`config.mk`:
```
export PLATFORM = sky130hd
export DESIGN_NAME = mmuTop
export DESIGN_NICKNAME = d
export VERILOG_FILES = /design/src/hw/mmuPkg.sv /design/src/hw/transReqQueue.sv /design/src/hw/tableWalker.sv /design/src/hw/faultDetect.sv /design/src/hw/faultStatusRegs.sv /design/src/hw/mmuTop.sv
export SDC_FILE = /design/constraint.sdc
export NUM_CORES = 1
export LEC_CHECK = 0
export ABC_AREA = 1
export BUFFER_PORTS_ARGS = -buffer_cell sky130_fd_sc_hd__buf_2
export CAP_MARGIN = 20
export CORE_MARGIN = 1
export CORE_UTILIZATION = 29
export CTS_BUF_LIST = sky130_fd_sc_hd__clkbuf_8
export CTS_CLUSTER_DIAMETER = 60
export DETAILED_ROUTE_END_ITERATION = 6
export MAX_ROUTING_LAYER = met4
export SLEW_MARGIN = 20
export SYNTH_ARGS = -nofsm -noshare
export SYNTH_HDL_FRONTEND = slang
export SYNTH_SLANG_ARGS = --single-unit
export TNS_END_PERCENT = 10
```
`constraint.sdc`:
```
create_clock -name clk -period 4.8 [get_ports clk]
set_input_delay 0.96 -clock clk [delete_from_list [all_inputs] [get_ports clk]]
set_output_delay 0.96 -clock clk [all_outputs]
set_load 0.03 [all_outputs]
```
`src/hw/mmuPkg.sv`:
```
// MMU types: address and descriptor widths, fault codes, bus structs, walker states
`default_nettype none

package mmuPkg;

  // ==================================================
  // Widths with a meaning
  // ==================================================
  typedef logic [31:0] vaddr_t;   // Virtual address from the core
  typedef logic [31:0] paddr_t;   // Physical address after translation
  typedef logic [31:0] desc_t;    // Raw page table word
  typedef logic [3:0]  domain_t;  // One of 16 domains
  typedef logic [1:0]  apBits_t;  // Access permission field
  typedef logic [1:0]  regSel_t;  // Config register select

  // Config register select values
  localparam regSel_t REG_CTRL = 2'd0;
  localparam regSel_t REG_TTB  = 2'd1;
  localparam regSel_t REG_DACR = 2'd2;

  // Control register bit positions, CP15 c1 layout
  localparam int CTRL_M_BIT = 0;
  localparam int CTRL_S_BIT = 8;
  localparam int CTRL_R_BIT = 9;

  // First-level descriptor types
  localparam logic [1:0] DESC_FAULT   = 2'b00;
  localparam logic [1:0] DESC_COARSE  = 2'b01;
  localparam logic [1:0] DESC_SECTION = 2'b10;

  // Second-level descriptor types
  localparam logic [1:0] PAGE_FAULT = 2'b00;
  localparam logic [1:0] PAGE_LARGE = 2'b01;
  localparam logic [1:0] PAGE_SMALL = 2'b10;

  // Domain access values
  localparam logic [1:0] DOM_CLIENT  = 2'b01;
  localparam logic [1:0] DOM_MANAGER = 2'b11;

  // ==================================================
  // Fault status codes
  // ==================================================
  typedef enum logic [3:0] {
    FC_NONE       = 4'b0000,  // No fault
    FC_ALIGN      = 4'b0001,
    FC_TRANS_SEC  = 4'b0101,
    FC_TRANS_PAGE = 4'b0111,
    FC_DOM_SEC    = 4'b1001,
    FC_DOM_PAGE   = 4'b1011,
    FC_PERM_SEC   = 4'b1101,
    FC_PERM_PAGE  = 4'b1111,
    FC_EXT_L1     = 4'b1100,  // Abort on first-level fetch
    FC_EXT_L2     = 4'b1110   // Abort on second-level fetch
  } faultCode_e;

  typedef enum logic [2:0] {
    IDLE, L1REQ, L1WAIT, L2REQ, L2WAIT, CHECK, RESP
  } walkState_e;

  // ==================================================
  // Structs
  // ==================================================
  typedef struct packed {
    vaddr_t vaddr;
    logic   write;
    logic   supervisor;
    logic   dataAccess;
    logic   wordAccess;
  } transReq_t;

  typedef struct packed {
    paddr_t     paddr;
    logic       fault;
    faultCode_e faultCode;
  } transResp_t;

  typedef struct packed {
    desc_t data;
    logic  extAbort;
  } memResp_t;

  typedef struct packed {
    regSel_t     regSel;
    logic [31:0] data;
  } cfgWrite_t;

  typedef struct packed {
    logic       fault;
    faultCode_e faultCode;
    domain_t    domain;
    vaddr_t     vaddr;
  } faultInfo_t;

  typedef struct packed {
    logic enable;  // M bit
    logic sBit;    // System protection
    logic rBit;    // ROM protection
  } ctrl_t;

endpackage

`default_nettype wire

```
`src/hw/transReqQueue.sv`:
```
// Translation request FIFO, one credit returned per popped entry
`default_nettype none
`timescale 1ns/1ps

module transReqQueue #(
  parameter int QUEUE_DEPTH = 4
) (
  input  logic              clk,
  input  logic              rstN,
  input  logic              reqValid,
  input  mmuPkg::transReq_t req,
  input  logic              pop,
  output logic              headValid,
  output mmuPkg::transReq_t head,
  output logic              creditReturn
);
  import mmuPkg::*;

  localparam int PTR_W = (QUEUE_DEPTH > 1) ? $clog2(QUEUE_DEPTH) : 1;
  localparam int CNT_W = $clog2(QUEUE_DEPTH + 1);

  transReq_t        entries [QUEUE_DEPTH];  // Circular buffer
  logic [PTR_W-1:0] wrPtr;
  logic [PTR_W-1:0] rdPtr;
  logic [CNT_W-1:0] count;                  // Occupied entries
  logic             doPop;

  assign headValid = (count != '0);  // Registered count, so a push shows next cycle
  assign head      = entries[rdPtr];
  assign doPop     = pop && headValid;

  // Storage
  always_ff @(posedge clk) begin
    if (reqValid) begin
      entries[wrPtr] <= req;
    end
  end

  // Pointers, occupancy, credit pulse
  always_ff @(posedge clk) begin
    if (!rstN) begin
      wrPtr        <= '0;
      rdPtr        <= '0;
      count        <= '0;
      creditReturn <= 1'b0;
    end else begin
      creditReturn <= doPop;  // One credit back per pop
      if (reqValid) begin
        wrPtr <= (wrPtr == PTR_W'(QUEUE_DEPTH - 1)) ? '0 : wrPtr + 1'b1;
      end
      if (doPop) begin
        rdPtr <= (rdPtr == PTR_W'(QUEUE_DEPTH - 1)) ? '0 : rdPtr + 1'b1;
      end
      case ({reqValid, doPop})
        2'b10:   count <= count + 1'b1;
        2'b01:   count <= count - 1'b1;
        default: ;  // Both or neither, occupancy unchanged
      endcase
    end
  end

endmodule

`default_nettype wire

```
`src/hw/tableWalker.sv`:
```
// Two-level table walk FSM: descriptor fetch, check sequencing, physical address build
`default_nettype none
`timescale 1ns/1ps

module tableWalker (
  input  logic               clk,
  input  logic               rstN,
  input  logic               headValid,
  input  mmuPkg::transReq_t  head,
  output logic               pop,
  input  mmuPkg::ctrl_t      ctrl,
  input  mmuPkg::paddr_t     tableBase,
  output logic               memReqValid,
  output mmuPkg::paddr_t     memAddr,
  input  logic               memRespValid,
  input  mmuPkg::memResp_t   memResp,
  output logic               level2,
  output mmuPkg::desc_t      desc,
  output logic               descValid,
  output logic               memErr,
  output mmuPkg::transReq_t  curReq,
  output mmuPkg::domain_t    l1Domain,
  input  mmuPkg::faultInfo_t checkFault,
  output logic               respValid,
  output mmuPkg::transResp_t resp
);
  import mmuPkg::*;

  walkState_e state;
  walkState_e nextState;
  logic       headBypass;  // Disabled or misaligned, no walk
  logic       goLevel2;
  logic       readDone;
  paddr_t     paddr;

  assign headBypass = !ctrl.enable ||
                      (head.wordAccess && (head.vaddr[1:0] != 2'b00));
  assign readDone   = memRespValid && (state == L1WAIT || state == L2WAIT);
  // Clean coarse entry at level 1 means one more fetch
  assign goLevel2   = descValid && !level2 && !checkFault.fault &&
                      (desc[1:0] == DESC_COARSE);

  assign pop         = (state == IDLE) && headValid;
  assign memReqValid = (state == L1REQ) || (state == L2REQ);
  assign respValid   = (state == RESP);

  // L2 address uses the still-held L1 descriptor
  assign memAddr = level2 ? {desc[31:10], curReq.vaddr[19:12], 2'b00}
                          : {tableBase[31:14], curReq.vaddr[31:20], 2'b00};

  // ==================================================
  // Next state
  // ==================================================
  always_comb begin
    nextState = state;
    case (state)
      IDLE:    if (headValid) nextState = headBypass ? CHECK : L1REQ;
      L1REQ:   nextState = L1WAIT;
      L1WAIT:  if (memRespValid) nextState = CHECK;
      L2REQ:   nextState = L2WAIT;
      L2WAIT:  if (memRespValid) nextState = CHECK;
      CHECK:   nextState = goLevel2 ? L2REQ : RESP;  // Any fault ends the walk
      RESP:    nextState = IDLE;
      default: nextState = IDLE;
    endcase
  end

  // Physical address from section or page base
  always_comb begin
    if (!ctrl.enable) begin
      paddr = curReq.vaddr;  // Flat mapping
    end else if (checkFault.fault) begin
      paddr = '0;
    end else if (!level2) begin
      paddr = {desc[31:20], curReq.vaddr[19:0]};  // Section
    end else if (desc[1:0] == PAGE_LARGE) begin
      paddr = {desc[31:16], curReq.vaddr[15:0]};
    end else begin
      paddr = {desc[31:12], curReq.vaddr[11:0]};  // Small page
    end
  end

  // Control state
  always_ff @(posedge clk) begin
    if (!rstN) begin
      state     <= IDLE;
      level2    <= 1'b0;
      descValid <= 1'b0;
    end else begin
      state <= nextState;
      if (pop) begin
        level2    <= 1'b0;
        descValid <= 1'b0;
      end
      if (readDone) descValid <= 1'b1;
      if (state == CHECK && goLevel2) level2 <= 1'b1;
    end
  end

  // Payload, no reset
  always_ff @(posedge clk) begin
    if (pop) curReq <= head;
    if (readDone) begin
      desc   <= memResp.data;
      memErr <= memResp.extAbort;
    end
    if (state == CHECK) begin
      if (goLevel2) l1Domain <= desc[8:5];  // Pages inherit the L1 domain
      resp.paddr     <= paddr;
      resp.fault     <= checkFault.fault;
      resp.faultCode <= checkFault.faultCode;
    end
  end

endmodule

`default_nettype wire

```
`src/hw/faultDetect.sv`:
```
// Fault priority, domain lookup, access permission check, fault code selection
`default_nettype none
`timescale 1ns/1ps

module faultDetect (
  input  mmuPkg::ctrl_t      ctrl,
  input  logic [31:0]        dacr,
  input  mmuPkg::transReq_t  curReq,
  input  mmuPkg::desc_t      desc,
  input  logic               descValid,
  input  logic               memErr,
  input  logic               level2,
  input  mmuPkg::domain_t    l1Domain,
  output mmuPkg::faultInfo_t checkFault
);
  import mmuPkg::*;

  domain_t    curDomain;
  logic [1:0] dPerm;       // Domain access value
  logic [1:0] apIdx;       // Subpage select
  apBits_t    curAp;
  logic       misaligned;
  logic       descInvalid;
  logic       domFault;
  logic       isClient;
  logic       apFault;
  logic       fault;
  faultCode_e code;
  domain_t    faultDomain;

  assign misaligned = curReq.wordAccess && (curReq.vaddr[1:0] != 2'b00);

  // ==================================================
  // Domain lookup
  // ==================================================
  assign curDomain = level2 ? l1Domain : desc[8:5];
  assign dPerm     = dacr[{curDomain, 1'b0} +: 2];
  assign domFault  = !dPerm[0];  // 00 and 10 both deny
  assign isClient  = (dPerm == DOM_CLIENT);  // Manager skips AP

  // Type 11 is fine or tiny at either level and not supported
  assign descInvalid = level2 ? (desc[1:0] == PAGE_FAULT || desc[1:0] == 2'b11)
                              : (desc[1:0] == DESC_FAULT || desc[1:0] == 2'b11);

  // ==================================================
  // Access permissions
  // ==================================================
  // Section AP sits where subpage 3 would be
  always_comb begin
    if (!level2) begin
      apIdx = 2'd3;
    end else if (desc[1:0] == PAGE_LARGE) begin
      apIdx = curReq.vaddr[15:14];
    end else begin
      apIdx = curReq.vaddr[11:10];
    end
  end

  assign curAp = desc[4 + 2 * apIdx +: 2];

  always_comb begin
    case (curAp)
      // Read only and only via S or R
      2'b00:   apFault = curReq.write ||
                         !((ctrl.sBit && curReq.supervisor) || ctrl.rBit);
      2'b01:   apFault = !curReq.supervisor;                  // Privileged only
      2'b10:   apFault = !curReq.supervisor && curReq.write;  // User read only
      default: apFault = 1'b0;                                // Full access
    endcase
  end

  // ==================================================
  // Priority chain
  // ==================================================
  always_comb begin
    fault       = 1'b1;
    code        = FC_NONE;
    faultDomain = level2 ? l1Domain : '0;  // L1 faults report domain 0
    if (!ctrl.enable) begin
      fault = 1'b0;  // Flat mapping never faults
    end else if (misaligned) begin
      code        = FC_ALIGN;
      faultDomain = '0;
    end else if (!descValid) begin
      fault = 1'b0;
    end else if (memErr) begin
      code = level2 ? FC_EXT_L2 : FC_EXT_L1;
    end else if (descInvalid) begin
      code = level2 ? FC_TRANS_PAGE : FC_TRANS_SEC;
    end else if (!level2 && desc[1:0] == DESC_COARSE) begin
      fault = 1'b0;  // Domain and AP checked on the page
    end else if (domFault) begin
      code        = level2 ? FC_DOM_PAGE : FC_DOM_SEC;
      faultDomain = curDomain;
    end else if (isClient && apFault) begin
      code        = level2 ? FC_PERM_PAGE : FC_PERM_SEC;
      faultDomain = curDomain;
    end else begin
      fault = 1'b0;
    end
  end

  assign checkFault.fault     = fault;
  assign checkFault.faultCode = code;  // Stays FC_NONE on every clean path
  assign checkFault.domain    = fault ? faultDomain : '0;
  assign checkFault.vaddr     = curReq.vaddr;

endmodule

`default_nettype wire

```
`src/hw/faultStatusRegs.sv`:
```
// Control, table base and domain access registers, fault status and address capture
`default_nettype none
`timescale 1ns/1ps

module faultStatusRegs (
  input  logic               clk,
  input  logic               rstN,
  input  logic               cfgValid,
  input  mmuPkg::cfgWrite_t  cfg,
  input  logic               respValid,
  input  mmuPkg::faultInfo_t checkFault,
  output mmuPkg::ctrl_t      ctrl,
  output mmuPkg::paddr_t     tableBase,
  output logic [31:0]        dacr,
  output logic [7:0]         fsr,
  output mmuPkg::vaddr_t     far
);
  import mmuPkg::*;

  // ==================================================
  // Config writes and fault capture
  // ==================================================
  always_ff @(posedge clk) begin
    if (!rstN) begin
      ctrl      <= '0;  // MMU off
      tableBase <= '0;
      dacr      <= '0;
      fsr       <= '0;
      far       <= '0;
    end else begin
      if (cfgValid) begin
        case (cfg.regSel)
          REG_CTRL: begin
            ctrl.enable <= cfg.data[CTRL_M_BIT];
            ctrl.sBit   <= cfg.data[CTRL_S_BIT];
            ctrl.rBit   <= cfg.data[CTRL_R_BIT];
          end
          REG_TTB:  tableBase <= {cfg.data[31:14], 14'b0};  // 16 KB aligned
          REG_DACR: dacr <= cfg.data;
          default:  ;  // Select 3 unmapped
        endcase
      end
      // Every faulting response overwrites the last one
      if (respValid && checkFault.fault) begin
        fsr <= {checkFault.domain, checkFault.faultCode};
        far <= checkFault.vaddr;
      end
    end
  end

endmodule

`default_nettype wire

```
`src/hw/mmuTop.sv`:
```
// MMU top level: request queue, table walker, fault logic, CP15-style registers
`default_nettype none
`timescale 1ns/1ps

module mmuTop #(
  parameter int QUEUE_DEPTH = 4
) (
  input  logic               clk,
  input  logic               rstN,
  // Core request side, credit based
  input  logic               reqValid,
  input  mmuPkg::transReq_t  req,
  output logic               creditReturn,
  output logic               respValid,
  output mmuPkg::transResp_t resp,
  // Descriptor read port
  output logic               memReqValid,
  output mmuPkg::paddr_t     memAddr,
  input  logic               memRespValid,
  input  mmuPkg::memResp_t   memResp,
  // Register access
  input  logic               cfgValid,
  input  mmuPkg::cfgWrite_t  cfg,
  output logic [7:0]         fsr,
  output mmuPkg::vaddr_t     far
);
  import mmuPkg::*;

  logic        headValid;
  transReq_t   head;
  logic        pop;
  ctrl_t       ctrl;
  paddr_t      tableBase;
  logic [31:0] dacr;
  logic        level2;
  desc_t       desc;
  logic        descValid;
  logic        memErr;
  transReq_t   curReq;
  domain_t     l1Domain;
  faultInfo_t  checkFault;

  transReqQueue #(
    .QUEUE_DEPTH(QUEUE_DEPTH)
  ) uQueue (
    .clk, .rstN, .reqValid, .req, .pop, .headValid, .head, .creditReturn
  );

  tableWalker uWalker (
    .clk, .rstN, .headValid, .head, .pop, .ctrl, .tableBase,
    .memReqValid, .memAddr, .memRespValid, .memResp,
    .level2, .desc, .descValid, .memErr, .curReq, .l1Domain,
    .checkFault, .respValid, .resp
  );

  faultDetect uFault (
    .ctrl, .dacr, .curReq, .desc, .descValid, .memErr, .level2, .l1Domain,
    .checkFault
  );

  faultStatusRegs uRegs (
    .clk, .rstN, .cfgValid, .cfg, .respValid, .checkFault,
    .ctrl, .tableBase, .dacr, .fsr, .far
  );

endmodule

`default_nettype wire

```
== Word-level counts from Yosys, hierarchy flattened ==
Memory sizes are Yosys's and may differ from the RTL's. A register that Yosys moved wholly into a read port is not among the register bits.
Index checks and enable logic that the tools add are counted.
Word-level totals
  register bits after elaboration: 215
  bits in latches: 0
  bits in writable memories: 144
  memory bits (read-only): 0
  input bits: 108
  memories kept: 1
Memories
  uQueue.entries: depth 4, width 36, read ports 1, clocked after Yosys merged registers in 1, write ports 1, line transReqQueue.sv:22  | transReq_t entries [QUEUE_DEPTH];
Operators by class
  add/subtract/negate cells: 5
  multipliers: 0
  divide/modulo/power cells: 0
  order comparisons: 0
  equality and inequality tests: 19
  shift-type cells: 2
  mux-type cells: 54
  bitwise logic cells: 0
  reduce and logical (&&, ||, !) cells: 41
Operators with widths (count)
  32-bit two-way mux: 3
  4-bit two-way mux: 19
  32-bit by 5-bit indexed part select with 2-bit output: 1
  32-bit by 6-bit indexed part select with 2-bit output: 1
  2-bit two-way mux: 10
  20-bit two-way mux: 1
  16-bit two-way mux: 1
  3-bit case mux with 5 select lines: 1
  1-bit logical AND: 14
  1-bit two-way mux: 13
  2-bit == test, second input constant: 6
  3-bit two-way mux: 4
  2-bit by 1-bit == test with 1-bit output, second input constant: 5
  2-bit AND reduction: 5
  2-bit nonzero test: 5
  3-bit == test, second input constant: 3
  3-bit by 2-bit == test with 1-bit output, second input constant: 2
  2-bit zero test: 3
  1-bit logical OR: 6
  3-bit case mux with 2 select lines: 1
  1-bit zero test: 5
  2-bit by 1-bit adder with 2-bit output, second input constant: 2
  3-bit by 3-bit adder with 4-bit output, first input constant: 1
  3-bit by 1-bit adder with 3-bit output, second input constant: 1
  other kinds (8): 8

== Longest topological paths before layout ==
Gate-level depths: netlist of the first run.
  word-level depth: 21
  mapped depth: 24
  mapped depth without buffers: 22

== Hierarchy ==
Synthesis of the first run repeated with hierarchy kept, for this count alone.
Unflattened totals
  cells, all modules: 1476
  area, all modules: 15099.5 um2
By module, submodules not included
  transReqQueue: instances 1, cells each 414, area an instance 5874.4 um2, sequential area each 4524.3 um2
  tableWalker: instances 1, cells each 318, area an instance 4439.3 um2, sequential area each 3403.3 um2
  faultStatusRegs: instances 1, cells each 528, area an instance 3693.5 um2, sequential area each 1861.8 um2
  faultDetect: instances 1, cells each 216, area an instance 1092.3 um2, sequential area each 0.0 um2

== Worst setup path after synthesis of the first run ==
No wires, ideal clock.
  path kind: reg2reg
  start point: register uWalker.state[0]
  end point: register uQueue.count[2]
  arrival time: 3589 ps
  data required time: 4678 ps
  slack: 1089 ps
  stages on the path, launching flop included: 13
  path buffers: 0
  clock period less this slack: 3711 ps
  path through: dfxtp_1 nor2_1 inv_1 nor2_1 inv_1 nor2_1 ha_1 inv_1 fa_1 a21oi_1 o21ai_0 o21ai_0 a21oi_1
Between the ends
  longest elaborated chain between the ends: 5
  elaborated cells between the ends (all ways): 7
  classes of those cells: 2 x eq/ne; 1 x mux; 4 x reduce/logical
Ends and longest elaborated chain
  start: declaration: line tableWalker.sv:29  | walkState_e state;
  start signal: assignment: line tableWalker.sv:90  | state <= nextState;
  3-bit zero test *: line tableWalker.sv:43  | assign pop = (state == IDLE) && headValid;
  1-bit logical AND *: line tableWalker.sv:43
  via pop: line mmuTop.sv:31  | logic pop;
  1-bit logical AND *: line transReqQueue.sv:30  | assign doPop = pop && headValid;
  2-bit by 1-bit == test with 1-bit output or 2-bit == test (tied branches): line transReqQueue.sv:54  | case ({reqValid, doPop})
  3-bit case mux with 2 select lines or 2-bit nonzero test (tied branches)
  end signal: assignment: line transReqQueue.sv:55  | 2'b10: count <= count + 1'b1;
  end signal: assignment: line transReqQueue.sv:56  | 2'b01: count <= count - 1'b1;
  end: declaration: line transReqQueue.sv:25  | logic [CNT_W-1:0] count;
Mark *: on every way through the listed nets, which the timed path passes. The rest lies on a longest branch.
A chain may end at the register's enable or synchronous reset.

== Worst setup path after layout of the first run ==
  start point: register uWalker.level2
  end point: register uRegs.fsr[6]
Between the ends
  longest elaborated chain between the ends: 15
  elaborated cells between the ends (all ways): 32
  classes of those cells: 1 x add/sub; 3 x eq/ne; 2 x shift; 21 x mux; 5 x reduce/logical
Ends and longest elaborated chain
  start: declaration: line tableWalker.sv:17  | output logic level2,
  start signal: assignment: line tableWalker.sv:87  | level2 <= 1'b0;
  start signal: assignment: line tableWalker.sv:92  | level2 <= 1'b0;
  start signal: assignment: line tableWalker.sv:96  | if (state == CHECK && goLevel2) level2 <= 1'b1;
  2-bit two-way mux: line faultDetect.sv:50  | if (!level2) begin
  3-bit by 3-bit adder with 4-bit output: line faultDetect.sv:59  | assign curAp = desc[4 + 2 * apIdx +: 2];
  32-bit by 5-bit indexed part select with 2-bit output: line faultDetect.sv:59
  2-bit == test (tied with other cells): line faultDetect.sv:62  | case (curAp)
  1-bit case mux with 3 select lines: line faultDetect.sv:62
  1-bit logical AND: line faultDetect.sv:95  | end else if (isClient && apFault) begin
  4-bit two-way mux or 1-bit two-way mux (tied branches): line faultDetect.sv:95
  4-bit two-way mux or 1-bit two-way mux (tied branches): line faultDetect.sv:92  | end else if (domFault) begin
  4-bit two-way mux or 1-bit two-way mux (tied branches): line faultDetect.sv:90  | end else if (!level2 && desc[1:0] == DESC_COARSE) begin
  4-bit two-way mux or 1-bit two-way mux (tied branches): line faultDetect.sv:88  | end else if (descInvalid) begin
  4-bit two-way mux or 1-bit two-way mux (tied branches): line faultDetect.sv:86  | end else if (memErr) begin
  4-bit two-way mux or 1-bit two-way mux (tied branches): line faultDetect.sv:84  | end else if (!descValid) begin
  4-bit two-way mux or 1-bit two-way mux (tied branches): line faultDetect.sv:81  | end else if (misaligned) begin
  4-bit two-way mux or 1-bit two-way mux (tied branches): line faultDetect.sv:79  | if (!ctrl.enable) begin
  4-bit two-way mux or 1-bit logical AND (tied branches): line faultDetect.sv:105, faultStatusRegs.sv:44
  end signal: assignment: line faultStatusRegs.sv:45  | fsr <= {checkFault.domain, checkFault.faultCode};
  end: declaration: line faultStatusRegs.sv:15  | output logic [7:0] fsr,
Several ways; a longest one is shown, not always the timed one.

==> reports/qor.yml, run 1 <==
status:
  status: "finished, final reports clean"
min_path:
  hp-start: "uRegs.fsr[6]"
  min_path_type: "register to register"
clock_tree:
  clock_sinks: 355
  postCtsSetupBuffers: 0
  cts_tree: "done"
  cts-resized-gates: 0
  clkLatencyLatePin_ns: 0.68
  clock_path_buffers: 3
  cts-root-buf: "clkbuf_8"
  clkTransAtPathRegs_ns: 0.06
  numCtsBuffers: 60
  htreeDepth: 2
  cts_hold_buf: 0
timing:
  setup_viol: 0
  final_max_slew_viol_count: 0
  period_share_pct: 78.8
  rsz0062_at_grt: "false"
  timing.fmax_mhz: 264
  tns_ns: 0
  finalHoldViolCount: 0
  fin_worst_skew_ns: 0.0382
  max-slew-margin-rel_pct: 36.1
  fin_crit_ns: 3.78
  tightestPinTransition_ns: 0.956
routing:
  post_drt_wl_per_cell_um: 17.9
  ant_nets: 0
  wirelength_um: 39400
  dr.pass1.iters: 7
  vias: 10200
  post-route-drc-count: 0
  drt_iter0_drc: 779
  vias_per_cell: 4.63
power:
  pwr-share-seq_pct: 47.4
  p_leak_nw: 6.74
  vdd_ir_drop_max_v: 0.000204
  powerDensity_nw_per_um2: 515
  p_switching_mw: 2.95
  clkPwrFrac_pct: 30.2
  comb_power_share_pct: 22.4
  internal_power_mw: 5.72
  switching_share_pct: 34.0
final_layout:
  nFillCells: 4761
  final_cell_mix: "edfxtp_1, buf_2, nor2_1"
  synthToLayoutAreaGrowth_pct: 20.3
  drive_gt1_share_pct: 21.1
  nets: 1647
  final_common_cell: "edfxtp_1"
  post-route-util_pct: 35.3
  multi_input_area_um2: 3680
  regArea_um2: 9580
floorplan:
  start_util_pct: 29.4
  die_area_um2: 49100
  core_area_um2: 47600
  pin_count: 220
  die_y_um: 222
  rows: 80
  die_x_um: 222
global_routing:
  grt_max_degree: 64
  gr-usage-all-layers_pct: 16.2
  grt_pass1_vias: 9762
  antenna_found_initial: 10
  grt-ovfl-total: 0
  grt_pass1_wl_um: 58300
flow_run:
  cap_violations: 0
place:
  dp_hpwl_um: 26800
  port_buffers: 214
  gp_congestion: 0.866
yosys:
  async_reset_ff_share_pct: 0
  synth_edf_count: 247
  synth-seq-cells: 355
  syn_avg_cell_area_um2: 10.7
  seq_area_frac_synth_pct: 68.5
  synth_top_flop_cell: "edfxtp_1"
  syn_inst: 1307
  syn_area_um2: 14000
  ys_types: 35
  ys_warn_count: 0
setup_path:
  crit_fanout: 50
  crit_chain: "inv_4, nand2_4, nand2_4, nand2_1, nand2_1, nand2_1, nand3_1, nand3_1, nand2_1, nor2_1, nand2_1, nand2_2, nand2_2, nand3_1, nand2_1, nand2_2, nand2_4, inv_6, nand2_8, o21ai_0, a21oi_1"
  start_kind: "register"
  critPathSlowestCell: "dfxtp_2"
  arrival_ns: 4.34
  critPathRequiredTime_ns: 5.35
  crit_buf_inv: 2
  critPathTopFamily: "simple AND/OR/NAND/NOR gates"
  cp_common_cell: "nand2_1"
  r2r_start: "uWalker.level2"
  path_class: "register to register"
  max_stage_delay_ns: 0.67
  cp-end-kind: "register"
  cp-startpoint: "uWalker.level2"
==> kinds of logic after synthesis <==
family	count (synthesis)	share of synthesized area, %
buffers and inverters	179	5.43
DFF	355	68.5
adders and majority gates	8	0.769
and+or+nand+nor	472	14.1
other	1	0.0268
AOI/OAI and AO/OA	292	11.2
==> flip-flops by register name, summed over array words and instances (netlist names), named ones only <==
name                 cells
uWalker.l1Domain         4
uRegs.far               32
uQueue.entries         140
uWalker.level2           1
uQueue.creditReturn      1
uQueue.wrPtr             2
uRegs.fsr                8
uWalker.state            3
uRegs.tableBase         18
uQueue.count             3
uWalker.curReq          35
uWalker.resp            37
uRegs.ctrl               3
uWalker.desc            30
uRegs.dacr              32
uWalker.memErr           1
uWalker.descValid        1
uQueue.rdPtr             2
==> cell type report <==
| class | count | area share [%] |
|---|---|---|
| timing repair buffer | 232 | 7.17 |
| tap | 615 | 4.57 |
| inverter | 108 | 2.45 |
| antenna | 10 | 0.149 |
| clock inverter | 45 | 1.60 |
| clock buffer | 64 | 5.24 |
| multi-input combinational | 774 | 21.9 |
| sequential | 355 | 57.0 |
==> Yosys cell counts, types with 2 or more instances <==
cell	number	area [µm²]
edfxtp_1	247	7420
nand2_4	4	45.0
nor2_1	202	758
nand2_1	156	586
buf_6	5	56.3
dfxtp_1	108	2160
inv_1	103	387
clkinv_1	3	11.3
nor3_1	7	35.0
o21a_1	5	37.5
ha_1	7	87.6
o211ai_1	2	15.0
nand4_1	6	37.5
a21oi_1	58	290
buf_2	7	35.0
o22ai_1	56	350
clkbuf_1	49	184
buf_4	9	67.6
o21ai_0	166	831
nand2_2	4	25.0
nand3_1	89	445
==> power groups by stage <==
stage / sequential, mW / combinational (mW) / clock [mW]
2_1_floorplan: 4.12 / 1.24 / 0
3_3_place_gp: 4.18 / 1.92 / 0
3_5_place_dp: 4.18 / 1.96 / 0
4_1_cts: 4.12 / 1.97 / 2.70
5_1_grt: 4.16 / 2.17 / 2.81
6_report: 4.11 / 1.95 / 2.61
==> tightest hold or removal path, cell delays in order, from the launching register on <==
cell     delay [ns]
dfxtp_1        0.31
inv_1          0.05
a21oi_1        0.05
==> metal layers <==
layer  vias up  track usage (%)  share of wire (%)
li1       4990                -                  -
met4         0             5.89                2.7
met2       316             25.2                 47
met5         -                -                  0
met1      4825             20.0                 44
met3        69             4.55                6.7
==> through the flow <==
step	total power [mW]	area [µm²]	setup WS, ns	std cells	hold WS (ns)
floorplan	5.36	14000	1.09	1308	0.430
global placement	6.10	15600	1.07	2084	0.440
detailed placement	6.14	15600	1.00	2084	0.448
CTS	8.79	16800	0.989	2193	0.412
global route	9.13	16800	0.663	2203	0.418
finish	8.67	16800	1.02	2203	0.452
==> path summary, 6_finish.rpt <==
kind / end / slack (ns) / cells after the start
worst max-delay path: uRegs.fsr[6] / 1.02 / 21
worst min-delay path: uRegs.fsr[6] / 0.45 / 2
worst max register to register: uRegs.fsr[6] / 1.02 / 21
worst min register to register: uRegs.fsr[6] / 0.45 / 2
Power figures use the tool's default switching activity.
==> run 2: changes to the inputs <==
- clock period: 4.8 -> 3.9 ns (I/O delays scaled with it)
==> reports/qor.yml, run 2 (synthesis gave the netlist of run 1 again) <==
power:
  p_leak_nw: 6.73  # -0.17%
  powerDensity_nw_per_um2: 627  # +22%
  vdd_ir_drop_max_v: 0.000235  # +15%
timing:
  tightestPinTransition_ns: 0.741  # -0.214 ns
  timing.fmax_mhz: 292  # +10%
  max-slew-margin-rel_pct: 50.0  # +14 points
  setup_viol: 0  # unchanged
  tns_ns: 0  # unchanged
  final_max_slew_viol_count: 0  # unchanged
  layout_setup_ws_ns: 0.474  # -0.544 ns
  rsz0062_at_grt: "false"
  period_share_pct: 87.8  # +9.0 points
  fin_worst_skew_ns: 0.0260  # -0.0122 ns
  finalHoldViolCount: 0  # unchanged
  fin_crit_ns: 3.43  # -0.356 ns
place:
  port_buffers: 214  # unchanged
  dp_hpwl_um: 26800  # about the same
  gp_congestion: 0.866  # about the same
  place_ws_ns: 0.508  # -0.495 ns
setup_path:
  cp-end-kind: "register"
  path_class: "register to register"
  start_kind: "register"
  critPathSlowestCell: "dfxtp_2"
  r2r_start: "uWalker.level2"
  crit_buf_inv: 3  # +1
  crit_chain: "nor2_1, a21oi_1, inv_1, nand3_1, nand3_1, nand2_1, inv_1, nand2_2, nand2_2, nand3_1, nand2_1, nand2_2, nand2_4, inv_6, nand2_8, o21ai_0, a21oi_1"
  critPathTopFamily: "simple AND/OR/NAND/NOR gates"
  r2r_slack_ns: 0.47  # -0.54 ns
  cp-startpoint: "uWalker.level2"
  arrival_ns: 3.95  # -0.39 ns
  critPathRequiredTime_ns: 4.42  # -0.93 ns
  max_stage_delay_ns: 0.63  # -0.04 ns
  crit_fanout: 44  # -12%
clock_tree:
  numCtsBuffers: 59  # -1.7%
  cts_hold_buf: 0  # unchanged
  clkLatencyLatePin_ns: 0.64  # -0.04 ns
  postCtsSetupBuffers: 0  # unchanged
  cts-resized-gates: 0  # unchanged
  htreeDepth: 2  # unchanged
  cts-root-buf: "clkbuf_8"
  cts_tree: "done"
  clock_sinks: 355  # unchanged
  clock_path_buffers: 3  # unchanged
  clkTransAtPathRegs_ns: 0.06  # about the same
routing:
  drt_iter0_drc: 680  # -13%
  dr.pass1.iters: 5  # -2
  ant_nets: 0  # unchanged
  wirelength_um: 39100  # -0.69%
  vias: 10171  # -0.28%
  vias_per_cell: 4.60  # -0.60%
  post-route-drc-count: 0  # unchanged
  post_drt_wl_per_cell_um: 17.7  # -1.0%
final_layout:
  reg_top3: "uQueue.entries x140, uWalker.resp x37, uWalker.curReq x35"
  drive_gt1_share_pct: 21.0  # -0.14 points
  top_register: "uQueue.entries"
  largest_reg_flops: 140  # unchanged
  nets: 1651  # +0.24%
  final_cell_mix: "edfxtp_1, buf_2, nor2_1"
  synthToLayoutAreaGrowth_pct: 20.3  # about the same
  final_common_cell: "edfxtp_1"
  nFillCells: 4729  # -0.67%
  post-route-util_pct: 35.3  # about the same
global_routing:
  gr-usage-all-layers_pct: 16.1  # -0.069 points
  antenna_found_initial: 10  # unchanged
  grt_pass1_wl_um: 58500  # +0.25%
  grt_pass1_vias: 9894  # +1.4%
  grt-ovfl-total: 0  # unchanged
  grt_max_degree: 49  # -23%
floorplan:
  start_util_pct: 29.4  # unchanged
  rows: 80  # unchanged
  core_area_um2: 47600  # unchanged
  die_x_um: 222  # unchanged
  pin_count: 220  # unchanged
  die_y_um: 222  # unchanged
  die_area_um2: 49100  # unchanged
min_path:
  min_path_type: "input port to register"
  hp-start: "memResp[6]"
status:
  status: "finished, final reports clean"
flow_run:
  cap_violations: 0  # unchanged
-- run 2: cell count changes in the layout (fill, tap and decap cells not counted), sizes merged --
cell	previous run	this run
diode	10	11
buf	232	237
inv	132	128
clkbuf	64	65
clkinvlp	0	1
bufinv	2	1
clkinv	19	23
-- run 2: layer usage --
layer  vias to the layer above  track usage, %  wire [µm]
met5                         -               -          0
met4                         0            4.50        687
met3                        55            5.00       2910
met2                       290            25.6      18400
met1                      4833            19.6      17100
li1                       4993               -          -
-- run 2: area by class of cell --
| class | count | area (µm²) | share of cell area, % |
|---|---|---|---|
| multi-input combinational | 774 | 3680 | 21.8 |
| antenna | 11 | 27.5 | 0.164 |
| inverter | 108 | 413 | 2.45 |
| sequential | 355 | 9580 | 56.9 |
| timing repair buffer | 237 | 1240 | 7.39 |
| tap | 615 | 769 | 4.57 |
| clock buffer | 65 | 895 | 5.32 |
| clock inverter | 45 | 224 | 1.33 |
-- run 2: worst paths after layout --
check,to,depth (start not counted)
max,uRegs.fsr[6],17
min,uWalker.desc[5],1
max reg2reg,uRegs.fsr[6],17
min reg2reg,uRegs.dacr[15],2
-- run 2: per-stage QoR --
step,cells,power [mW],hold WS (ns),cell area (µm²)
6_report,2210,10.6,0.315,16800
5_1_grt,2209,11.1,0.259,16800
4_1_cts,2199,10.7,0.246,16800
3_5_place_dp,2089,7.58,0.449,15700
3_3_place_gp,2089,7.52,0.440,15700
2_1_floorplan,1308,6.60,0.430,14000
-- run 2: power breakdown --
| part | total (mW) | switching [mW] | internal, mW |
|---|---|---|---|
| clock network | 3.10 | 1.50 | 1.60 |
| registers | 5.05 | 0.335 | 4.71 |
| logic | 2.40 | 1.73 | 0.678 |
==> run 3: changes to the inputs <==
- ABC_CLOCK_PERIOD_IN_PS: default -> 3900
- CORE_ASPECT_RATIO: default -> 1.1
==> reports/qor.yml, run 3 (synthesis gave the netlist of run 1 again) <==
global_routing:
  grt_pass1_vias: 10025  # +1.3%
  grt_pass1_wl_um: 58200  # -0.44%
  antenna_found_initial: 13  # +3
  grt_max_degree: 71  # +45%
  grt-ovfl-total: 0  # unchanged
  gr-usage-all-layers_pct: 16.2  # +0.13 points
power:
  p_leak_nw: 6.77  # +0.53%
  powerDensity_nw_per_um2: 629  # +0.32%
  vdd_ir_drop_max_v: 0.000288  # +22%
  finalPower_mw: 10.7  # +0.97%
clock_tree:
  cts-root-buf: "clkbuf_8"
  clock_sinks: 355  # unchanged
  postCtsSetupBuffers: 0  # unchanged
  cts_hold_buf: 0  # unchanged
  clkLatencyLatePin_ns: 0.64  # about the same
  clock_path_buffers: 3  # unchanged
  numCtsBuffers: 59  # unchanged
  clkTransAtPathRegs_ns: 0.06  # about the same
  htreeDepth: 2  # unchanged
  cts-resized-gates: 0  # unchanged
  cts_tree: "done"
timing:
  fin_worst_skew_ns: 0.0233  # -0.00270 ns
  tightestPinTransition_ns: 0.959  # +0.218 ns
  tns_ns: 0  # unchanged
  setup_viol: 0  # unchanged
  fin_crit_ns: 3.19  # -0.239 ns
  finalHoldViolCount: 0  # unchanged
  hold_ws_ns: 0.308  # -0.00694 ns
  timing.fmax_mhz: 314  # +7.5%
  rsz0062_at_grt: "false"
  max-slew-margin-rel_pct: 35.7  # -14 points
  layout_setup_ws_ns: 0.713  # +0.239 ns
  final_max_slew_viol_count: 0  # unchanged
  period_share_pct: 81.7  # -6.1 points
setup_path:
  r2r_slack_ns: 0.71  # +0.24 ns
  reg2regPathDepth: 18  # +1
  cp-end-kind: "register"
  arrival_ns: 3.70  # -0.25 ns
  path_class: "register to register"
  critPathRequiredTime_ns: 4.41  # about the same
  crit_fanout: 44  # unchanged
  start_kind: "register"
flow_run:
  cap_violations: 0  # unchanged
final_layout:
  final_common_cell: "edfxtp_1"
  nFillCells: 4828  # +2.1%
  top_register: "uQueue.entries"
  reg_top3: "uQueue.entries x140, uWalker.resp x37, uWalker.curReq x35"
  design_area_um2: 16900  # +0.65%
  synthToLayoutAreaGrowth_pct: 21.1
  largest_reg_flops: 140  # unchanged
  fin_cells: 2244  # +1.5%
  final_cell_mix: "edfxtp_1, buf_2, nor2_1"
  multi_input_area_um2: 3680  # unchanged
  regArea_um2: 9580  # unchanged
  drive_gt1_share_pct: 21.8  # +0.79 points
  post-route-util_pct: 35.5  # +0.18 points
  nets: 1652  # +0.061%
floorplan:
  die_y_um: 232  # +4.8%
  die_x_um: 211  # -4.6%
  pin_count: 220  # unchanged
  rows: 84  # +5.0%
  die_area_um2: 49100  # about the same
  core_area_um2: 47700  # +0.15%
  start_util_pct: 29.3  # -0.043 points
place:
  place_area_um2: 15700  # +0.29%
  place_ws_ns: 0.695  # +0.187 ns
  gp_congestion: 0.888  # +2.6%
  port_buffers: 214  # unchanged
  dpl.cell_count: 2120  # +1.5%
  dp_hpwl_um: 27400  # +2.0%
routing:
  dr.pass1.iters: 5  # unchanged
  ant_nets: 0  # unchanged
  wirelength_um: 39300  # +0.42%
  post-route-drc-count: 0  # unchanged
  vias_per_cell: 4.56  # -1.0%
  vias: 10222  # +0.50%
  drt_iter0_drc: 661  # -2.8%
  post_drt_wl_per_cell_um: 17.5  # -1.1%
min_path:
  min_path_type: "input port to register"
  min_path_cells: 1  # unchanged
status:
  status: "finished, final reports clean"
-- run 3: where the power goes --
| part | switching (mW) | internal (mW) |
|---|---|---|
| sequential | 0.292 | 4.71 |
| clock | 1.53 | 1.71 |
| combinational | 1.74 | 0.669 |
-- run 3: worst paths after layout --
| check | to | start |
|---|---|---|
| min reg2reg | uRegs.fsr[6] | uRegs.fsr[6] |
| min | uWalker.desc[31] | memResp[32] |
| max | uRegs.fsr[7] | uWalker.level2 |
| max reg2reg | uRegs.fsr[7] | uWalker.level2 |
-- run 3: critical path, cell delays in order (launching register included) --
cell	delay (ns)
dfxtp_2	0.48
buf_4	0.49
nand3_1	0.24
nand2_1	0.11
nand3_1	0.09
nand2_1	0.09
nand4_1	0.08
nand3_1	0.09
nand2_1	0.09
nand2_2	0.12
nand2_2	0.07
nand3_1	0.07
nand2_1	0.08
nand2_2	0.09
nand2_4	0.08
inv_6	0.20
nand2_8	0.24
o21ai_0	0.26
a21oi_1	0.06
-- run 3: final cells by class --
type | instances | share of cell area [%]
clock buffer | 63 | 5.12
timing repair buffer | 238 | 7.39
multi-input combinational | 774 | 21.7
tap | 645 | 4.76
sequential | 355 | 56.6
antenna | 13 | 0.192
clock inverter | 48 | 1.82
inverter | 108 | 2.44
-- run 3: layer usage --
metal | wire (µm) | vias to the layer above | GRT usage [%]
met5 | 0 | - | -
met4 | 879 | 0 | 6.48
met3 | 2500 | 60 | 4.38
met2 | 19600 | 299 | 26.9
met1 | 16300 | 4870 | 18.5
li1 | - | 4993 | -
